`config.mk`:
```
export PLATFORM = sky130hd
export DESIGN_NAME = roundControl
export DESIGN_NICKNAME = d
export VERILOG_FILES = /design/src/logic/aesPkg.sv /design/src/logic/roundControl.sv
export VERILOG_INCLUDE_DIRS = /design/src /design/src/logic
export SDC_FILE = /design/constraint.sdc
export NUM_CORES = 1
export LEC_CHECK = 0
export BUFFER_PORTS_ARGS = -buffer_cell sky130_fd_sc_hd__buf_2
export CORE_AREA = 4 4 41 43
export CTS_CLUSTER_SIZE = 40
export DETAILED_ROUTE_END_ITERATION = 12
export DIE_AREA = 0 0 45 47
export REMOVE_ABC_BUFFERS = 1
export SKIP_LAST_GASP = 1
export SLEW_MARGIN = 20
export SYNTH_ARGS = -nofsm -noshare
export SYNTH_HDL_FRONTEND = slang
export SYNTH_SLANG_ARGS = --single-unit
export TNS_END_PERCENT = 100
```
`constraint.sdc`:
```
create_clock -name clk -period 2 [get_ports clk]
set_input_delay 0.6 -clock clk [delete_from_list [all_inputs] [get_ports clk]]
set_output_delay 0.6 -clock clk [all_outputs]
set_load 0.05 [all_outputs]
```
`src/logic/aes_consts.svh`:
```
`ifndef AES_CONSTS_SVH
`define AES_CONSTS_SVH

// block and key width, a 128-bit key only
`define AES_BLOCK_BITS 128

// one state column or key word
`define AES_WORD_BITS 32

// full rounds after the initial key add
`define AES_NUM_ROUNDS 10

// wide enough to count up to AES_NUM_ROUNDS
`define AES_ROUND_BITS 4

// low byte of x^8 + x^4 + x^3 + x + 1
`define AES_REDUCE_POLY 8'h1B

// Rcon used by the first key step
`define AES_RCON_FIRST 8'h01

`endif
```
`src/logic/aesPkg.sv`:
```
`include "aes_consts.svh"

package aesPkg;

  // one column, byte 0 (row 0) in the top bits
  typedef logic [`AES_WORD_BITS-1:0] aesWord;

  // the same 128 bits seen flat or as four columns
  // column 0 sits in the most significant word
  typedef union packed {
    logic [`AES_BLOCK_BITS-1:0] flat;
    aesWord [0:3]               cols;
  } aesBlock;

  typedef logic [`AES_ROUND_BITS-1:0] roundIdx;

  // multiply by x in GF(2^8)
  function automatic logic [7:0] xtime(input logic [7:0] b);
    return {b[6:0], 1'b0} ^ (b[7] ? `AES_REDUCE_POLY : 8'h00);
  endfunction

endpackage

```
`src/logic/roundControl.sv`:
```
`timescale 1ns/10ps
`include "aes_consts.svh"

module roundControl import aesPkg::*; (
  input  logic clk,
  input  logic arstN,
  input  logic validIn,
  output logic start,
  output logic step,
  output logic lastRound,
  output logic busy,
  output logic validOut
);

  roundIdx round;

  // validIn while busy is dropped
  assign start     = validIn && !busy;
  assign step      = busy;
  assign lastRound = (round == roundIdx'(`AES_NUM_ROUNDS));

  always_ff @(posedge clk or negedge arstN) begin
    if (!arstN) begin
      round    <= '0;
      busy     <= 1'b0;
      validOut <= 1'b0;
    end else begin
      // one-cycle strobe after the final round
      validOut <= busy && lastRound;
      if (start) begin
        round <= roundIdx'(1);
        busy  <= 1'b1;
      end else if (busy) begin
        if (lastRound) begin
          round <= '0;
          busy  <= 1'b0;
        end else begin
          round <= round + roundIdx'(1);
        end
      end
    end
  end

endmodule

```
==> results.toml <==
[floorplanning]
boundaryPins = 8
core_mm2 = 0.001301
row_count = 13
start_util = 0.2481
die_y_um = 47
die_w_um = 45
dieArea_mm2 = 0.002115

[synth]
synth_seq_cells = 6
synth_area_um2 = 322.8
seq_area_frac_synth = 0.4651
syn_area_per_cell_um2 = 11.13
synth_top_area_frac = 0.4651
synth.distinct_cells = 20
yosysWarnings = 0
yosys.area.top_type = "dfrtp_1"
yosys-top-cells-area = "dfrtp_1 47%, ha_1 7.8%, nand3b_4 6.2%, xor2_1 5.4%, and4bb_1 3.9%"
synth_cells = 29

[power_and_ir_drop]
cellPowerDensity_mw_per_mm2 = 1811
p_leak_nw = 0.2227
peakVddDrop_uv = 807.5

[sta]
worstMarginPinSlew_ns = 0.3098
fin_ws_ns = 0.1167
hold_ws_ns = 0.1745
skew_ns = 0.005273
hold_viol_final = 0
slew_viol_final = 0
setup_tns_ns = 0
rsz0062_at_grt = "false"
finalSetupViolCount = 0
fmax_ghz = 0.5310
slew-limit-headroom = 0.7927
period_needed_ns = 1.883
finalCritPeriodShare = 0.9417

[cts]
htreeDepth = 1
clk_path_buf_depth = 2
cts_root_buf = "clkbuf_4"
cts_tree = "done"
post_cts_buffers = 0
clock_latency_ns = 0.24
cts_buffers = 3
clock-sinks = 6
postCtsHoldBufs = 0
clkTransAtPathRegs_ns = 0.05

[cells_and_area]
layout_common_cells = "6 x dfrtp_1, 6 x buf_2, 3 x nand2_1, 3 x clkbuf_4"
syn_to_final_growth_pct = 22.48
final_area_um2 = 395.4
final_util = 0.3038
n_antenna_cell = 0
nNetsFinal = 44
final_layout_size_suffix_gt1_frac = 0.4054

[setup_path]
startpoint = "round[0]"
cp-end-kind = "output pin"
cpMostUsedCell = "inv_2"
worstSetupPathType = "register to output pin"
r2r_start = "round[0]"
worst_path_max_delay_cell = "dfrtp_1"
cpPeakStageDelay_ns = 0.40
start_kind = "register"
crit_required_ns = 1.40
cp_max_fo = 4
worstPathCellList = "inv_2 -> ha_2 -> nand3b_4 -> inv_2 -> buf_6"
cp.arrival_ns = 1.28

[min_path]
holdCritPathClass = "primary input to asynchronous set/reset pin"

[drt]
vias = 227
wl_um = 608
drt-initial-drc-count = 5
wl_per_cell_um = 11.69
drt_pass1_iterations = 4
antenna_left = 0
vias_per_cell = 4.365
route.detailed.drc = 0

[run]
drv_cap = 0

[grt]
grt_pass1_vias = 213
antenna_found_initial = 0
overflow = 0
grt_pass1_wl_um = 1007
grtUsageTotal = 0.07387
grt_max_degree = 12

[placed_design]
finalWeightedCongestion = 0.7245
pre_cts_ws_ns = 0.2391
dp_hpwl_um = 475
port_buffers = 7
placed_area_um2 = 364.1

[run_status]
status = "complete, no violations"
==> path summary, 6_finish.rpt <==
check	to	slack (ns)	depth (start not counted)
max	lastRound	0.12	5
min	round[2]	0.17	1
max reg2reg	round[1]	0.79	6
min reg2reg	round[0]	0.58	3
max in group asynchronous	busy	1.67	1
min in group clk	round[0]	0.58	3
==> cell usage after synthesis <==
library cell	n
a21oi_1	1
inv_1	1
nand2_1	3
nand3b_4	1
inv_2	1
buf_2	1
a22oi_1	1
nor2b_1	1
buf_4	1
dfrtp_1	6
a21o_1	1
o21ai_1	1
a32o_1	1
a22o_1	1
and2_1	1
ha_1	2
nor2_2	1
xor2_1	2
nor2_1	1
and4bb_1	1
==> kinds of logic after synthesis <==
logic type      Yosys count  synth area share
xor+xnor                  2           0.05427
flops                     6            0.4651
buf+inv                   4           0.06199
fa+ha+maj                 2           0.07751
compound gates            6            0.1357
simple gates              9            0.2054
==> report_power, final <==
| part | internal, mW | switching [mW] |
|---|---|---|
| Clock | 0.0679 | 0.0435 |
| Combinational | 0.146 | 0.211 |
| Sequential | 0.174 | 0.0733 |
| Total | 0.388 | 0.328 |
==> area by class of cell <==
class	count	area (um^2)
fillers	149	905.9
flip-flops and latches	6	150.1
well taps	15	18.77
repair buffers	7	41.29
inverters	2	7.507
clock buffers	3	22.52
multi-input cells	19	155.1
==> timing repair <==
item / in CTS / in global routing
endpoints found under the setup margin: 1 / 1
gates cloned: 0 / 0
gates resized for setup: 1 / 3
==> layer usage <==
layer	wire length [um]	vias up	GRT usage
li1	-	115	-
met1	272	105	0.07852
met2	303	5	0.1073
met3	25	2	0.05747
met4	7	0	0.03509
met5	0	-	0
==> registers in the layout, indices dropped and copies added, names as in the netlist <==
name / count
validOut: 1
round: 4
busy: 1
==> critical path, delay by kind of cell, from the launching register on <==
family | cells | cell delay [ns]
DFF | 1 | 0.40
buffers and inverters | 3 | 0.33
adders and majority gates | 1 | 0.21
and+or+nand+nor | 1 | 0.11
==> stage by stage <==
stage,total power [mW],std cells
6_report,0.7159,52
5_1_grt,0.7718,52
4_1_cts,0.7151,52
3_5_place_dp,0.5974,49
3_3_place_gp,0.5854,49
2_1_floorplan,0.5216,27
(Power assumes the default switching activity.)
