File: src/logic/aes_consts.svh
`ifndef AES_CONSTS_SVH
`define AES_CONSTS_SVH

// block and key width, a 128-bit key only
`define AES_BLOCK_BITS 128

// one state column or key word
`define AES_WORD_BITS 32

// full rounds after the initial key add
`define AES_NUM_ROUNDS 10

// wide enough to count up to AES_NUM_ROUNDS
`define AES_ROUND_BITS 4

// low byte of x^8 + x^4 + x^3 + x + 1
`define AES_REDUCE_POLY 8'h1B

// Rcon used by the first key step
`define AES_RCON_FIRST 8'h01

`endif
File: src/logic/aesPkg.sv
`include "aes_consts.svh"

package aesPkg;

  // one column, byte 0 (row 0) in the top bits
  typedef logic [`AES_WORD_BITS-1:0] aesWord;

  // the same 128 bits seen flat or as four columns
  // column 0 sits in the most significant word
  typedef union packed {
    logic [`AES_BLOCK_BITS-1:0] flat;
    aesWord [0:3]               cols;
  } aesBlock;

  typedef logic [`AES_ROUND_BITS-1:0] roundIdx;

  // multiply by x in GF(2^8)
  function automatic logic [7:0] xtime(input logic [7:0] b);
    return {b[6:0], 1'b0} ^ (b[7] ? `AES_REDUCE_POLY : 8'h00);
  endfunction

endpackage

File: src/logic/keyExpand.sv
`timescale 1ns/10ps
`include "aes_consts.svh"

module keyExpand import aesPkg::*; (
  input  logic    clk,
  input  logic    arstN,
  input  logic    start,
  input  logic    step,
  input  aesBlock key,
  output aesBlock roundKey,
  output aesBlock keyOut
);

  aesBlock    keyQ;
  aesBlock    keyNext;
  logic [7:0] rcon;
  aesWord     rotWord;
  aesWord     subWord;

  // RotWord on the last column of the current key
  assign rotWord = {keyQ.cols[3][23:0], keyQ.cols[3][31:24]};

  for (genvar i = 0; i < 4; i++) begin : gSubWord
    sBox i_sBox (
      .in  (rotWord[8*i +: 8]),
      .out (subWord[8*i +: 8])
    );
  end

  // each word chains on the freshly derived one before it
  always_comb begin
    keyNext.cols[0] = keyQ.cols[0] ^ subWord ^ {rcon, 24'h000000};
    for (int c = 1; c < 4; c++) begin
      keyNext.cols[c] = keyQ.cols[c] ^ keyNext.cols[c-1];
    end
  end

  // datapath consumes the new key in the same step
  assign roundKey = keyNext;
  assign keyOut   = keyQ;

  always_ff @(posedge clk or negedge arstN) begin
    if (!arstN) begin
      rcon <= `AES_RCON_FIRST;
    end else if (start) begin
      rcon <= `AES_RCON_FIRST;
    end else if (step) begin
      // 01 02 04 ... 80 1b 36
      rcon <= xtime(rcon);
    end
  end

  always_ff @(posedge clk) begin
    if (start) begin
      keyQ <= key;
    end else if (step) begin
      keyQ <= keyNext;
    end
  end

endmodule

File: src/logic/sBox.sv
`timescale 1ns/10ps

module sBox import aesPkg::*; (
  input  logic [7:0] in,
  output logic [7:0] out
);

  localparam logic [7:0] affineConst = 8'h63;

  logic [7:0] inverse;

  // shift-and-add product, reduced each step
  function automatic logic [7:0] gfMul(input logic [7:0] a, input logic [7:0] b);
    logic [7:0] acc;
    logic [7:0] shifted;
    acc     = 8'h00;
    shifted = a;
    for (int i = 0; i < 8; i++) begin
      if (b[i]) begin
        acc = acc ^ shifted;
      end
      shifted = xtime(shifted);
    end
    return acc;
  endfunction

  function automatic logic [7:0] rotl(input logic [7:0] b, input int n);
    return (b << n) | (b >> (8 - n));
  endfunction

  // inverse as in^254, the product of in^2, in^4 ... in^128
  // zero maps to zero without a special case
  always_comb begin
    logic [7:0] power;
    power   = in;
    inverse = 8'h01;
    for (int k = 1; k < 8; k++) begin
      power   = gfMul(power, power);
      inverse = gfMul(inverse, power);
    end
  end

  // affine transform over GF(2)
  assign out = inverse ^ rotl(inverse, 1) ^ rotl(inverse, 2) ^ rotl(inverse, 3) ^
               rotl(inverse, 4) ^ affineConst;

endmodule

File: config.mk
export PLATFORM = sky130hd
export DESIGN_NAME = keyExpand
export DESIGN_NICKNAME = d
export VERILOG_FILES = /design/src/logic/aesPkg.sv /design/src/logic/keyExpand.sv /design/src/logic/sBox.sv
export VERILOG_INCLUDE_DIRS = /design/src /design/src/logic
export SDC_FILE = /design/constraint.sdc
export NUM_CORES = 2
export LEC_CHECK = 0
export BUFFER_PORTS_ARGS = -buffer_cell sky130_fd_sc_hd__buf_2
export CAP_MARGIN = 20
export CORE_UTILIZATION = 40
export DETAILED_ROUTE_END_ITERATION = 16
export PLACE_DENSITY = 0.61
export SLEW_MARGIN = 5
export SYNTH_ARGS = -nofsm -noshare
export SYNTH_HDL_FRONTEND = slang
export SYNTH_SLANG_ARGS = --single-unit
File: constraint.sdc
create_clock -name clk -period 27.9 [get_ports clk]
set_input_delay 5.58 -clock clk [delete_from_list [all_inputs] [get_ports clk]]
set_output_delay 5.58 -clock clk [all_outputs]
set_load 0.01 [all_outputs]
==> flow_summary.ini <==
[layout]
final_cell_area_sq_um = 71330
fin_nets = 8645
stdcell_count = 10690
layout-drive-gt1-share = 0.1332
area_growth_pct = 7.708

[floorplanning]
die_h_um = 408.9
die_x_um = 408.9
fp.dieArea_sq_um = 167200
core-area_sq_um = 163500
initial_core_util = 0.4050
pin_count = 388
num_rows = 148

[synth]
yosysTopAreaCell = xnor2_1
synth_top_cell_area_share = 0.2084
synth_edf_count = 128
syn_avg_cell_area_sq_um = 7.912
synth_area_leaders = xnor2_1 (21%), xnor3_1 (14%), xor2_1 (6.7%)
syn-num-nets = 8522
netlist_area_sq_um = 66230
syn_inst = 8371
async_flop_share = 0.05882
ys_types = 120
synth_flop_cell = edfxtp_1
yosysWarningCount = 0
seq_area_frac_synth = 0.06108
ys_ff_latch = 136

[clock_tree]
cts_tree = done
cts_root_buf = clkbuf_16
cts_resized = 0
cts_setup_buffers = 0
insertion_delay_ps = 540
cts.htree.levels = 4
cts-hold-fix-buffers = 0
clockBufferDepth = 2
clk_pin_slew_ps = 70
clock_sinks = 136
cts_buffers = 17

[global_route]
grt_pass1_wl_mm = 335.9
grt-ovfl-total = 0
grt_start_max_net_pins = 68
grt_antenna_before_repair = 10
track_usage = 0.2473
grt_pass1_vias = 57970

[worst_setup_path]
crit_slowest_cell = edfxtp_1
worst-path-max-fanout = 32
crit_arrival_ps = 20940
cp-end-kind = output pin
cp_data_required_time_ps = 22320
critical_path_class = reg2out
crit_path_start_kind = flop
critPathMaxStageDelay_ps = 1050
cpMostUsedCell = xnor3_1

[placement]
hpwl_mm = 160.8
routabilityCongestion = 0.9456
dpl.cell_count = 10650
placed_cell_area_sq_um = 70710
port_buffers = 387

[sta]
max_freq_mhz = 37.70
rsz0062_at_grt = false
fin_setup_tns_ps = 0
slew_violations = 0
skew_ps = 26.07
setup_viol = 0
fin_crit_sh = 0.9507
finalHoldViolCount = 0
worst_pin_slew_ps = 1128
hold_slack_ps = 577.3
max_slew_margin = 0.2428
period_minus_slack_ps = 26520

[job]
maxCapViolations = 0

[route]
drtIter0Drc = 6005
vias_per_cell = 5.730
via_count = 61240
drtAntennaViolNets = 0
routed_wl_mm = 214.9
drt-wirelength-per-cell_um = 20.11
detail_route.first_pass.iterations = 6
drc_errors = 0

[run_status]
status = finished clean

[min_path]
holdCritPathClass = reg2reg
-- synth_stat cells (all sizes together) (19+ instances only) --
cell type / n
xnor2: 1695
a21o: 25
nand2b: 60
a21oi: 454
mux2i: 202
nor3: 223
nor2: 1099
o21ai: 419
nand3: 166
and2: 59
o32ai: 25
clkbuf: 316
a31oi: 69
mux2: 116
o21a: 26
xor2: 551
o31ai: 36
a221oi: 31
buf: 236
nand2: 921
edfxtp: 128
ha: 19
a211oi: 70
a32oi: 23
xor3: 76
xnor3: 434
o22ai: 127
nor2b: 48
o221ai: 23
o211ai: 53
a22oi: 51
and3: 46
or2: 28
inv: 118
or3: 39
nor4: 24
nor3b: 25
-- critical path, delay by kind of cell, from the launching register on --
family                     cells  cell delay (ps)
xor gates and xnor gates      22             8900
and+or+nand+nor               15             4230
DFF                            1             1050
adders and majority gates      4             1830
muxes                          2              750
buffers and inverters          6             1530
AOI/OAI and AO/OA              9             2030
-- flip-flops by register name, indices dropped and copies added, names as in the netlist --
name / cells
rcon: 8
keyOut: 128
-- layout make-up --
class                           count  area (sq um)
Inverter                          124         470.5
Tap cell                         2175          2721
Sequential cell                   136          4045
Antenna cell                        4         10.01
Clock buffer                       22         454.2
Fill cell                       16290         92180
Clock inverter                     10         120.1
Timing Repair Buffer              658          3981
Multi-Input combinational cell   7557         59530
-- through the flow --
stage / utilization / setup WS, ps
finish: 0.4363 / 1375
CTS: 0.4360 / 1683
detailed placement: 0.4325 / 2330
global placement: 0.4325 / 2781
global route: 0.4362 / 71.72
floorplan: - / 6472
-- kinds of logic (layout without fill, tap and decap cells) --
kind of cell | Yosys count | count (layout) | share of synthesized area
buffers and inverters | 678 | 814 | 0.04530
other | 0 | 4 | 0
adders and majority gates | 23 | 23 | 0.004194
and+or+nand+nor | 2817 | 2817 | 0.1853
DFF | 136 | 136 | 0.06108
AOI/OAI and AO/OA | 1643 | 1643 | 0.1581
muxes | 318 | 318 | 0.05069
xor gates and xnor gates | 2756 | 2756 | 0.4954
-- layer usage --
metal  routed length (um)  up-vias  track usage
li1                     -    29140            -
met1                95000    29610       0.3376
met2                99680     2215       0.4046
met3                15460      266      0.03814
met4                 4764        4      0.06296
met5                   27        -            0
-- layout by cell type (no fill, tap or decap), drive strengths merged, types with 60 or more instances in the layout --
master and count:
nor2 1099, xor2 551, inv 120, a21oi 454, buf 657, mux2 116, mux2i 202, nand2b 60
xor3 76, xnor3 434, nor3 223, edfxtp 128, nand2 921, o21ai 419, nand3 166, o22ai 127
xnor2 1695, a211oi 70, a31oi 69
-- path summary, 6_finish.rpt --
path / startpoint / to / slack, ps / cells after the start
max reg2reg: keyOut[23] / keyOut[31] / 7340 / 58
min in group asynchronous: arstN / rcon[2] / 4880 / 1
max in group asynchronous: arstN / rcon[0] / 22780 / 1
max: keyOut[23] / roundKey[56] / 1380 / 58
min reg2reg: rcon[0] / rcon[0] / 580 / 2
min: rcon[0] / rcon[0] / 580 / 2
Power is left out: the tool's default activity adds up to more than one toggle a clock period on the data nets, which glitch-free logic cannot reach.
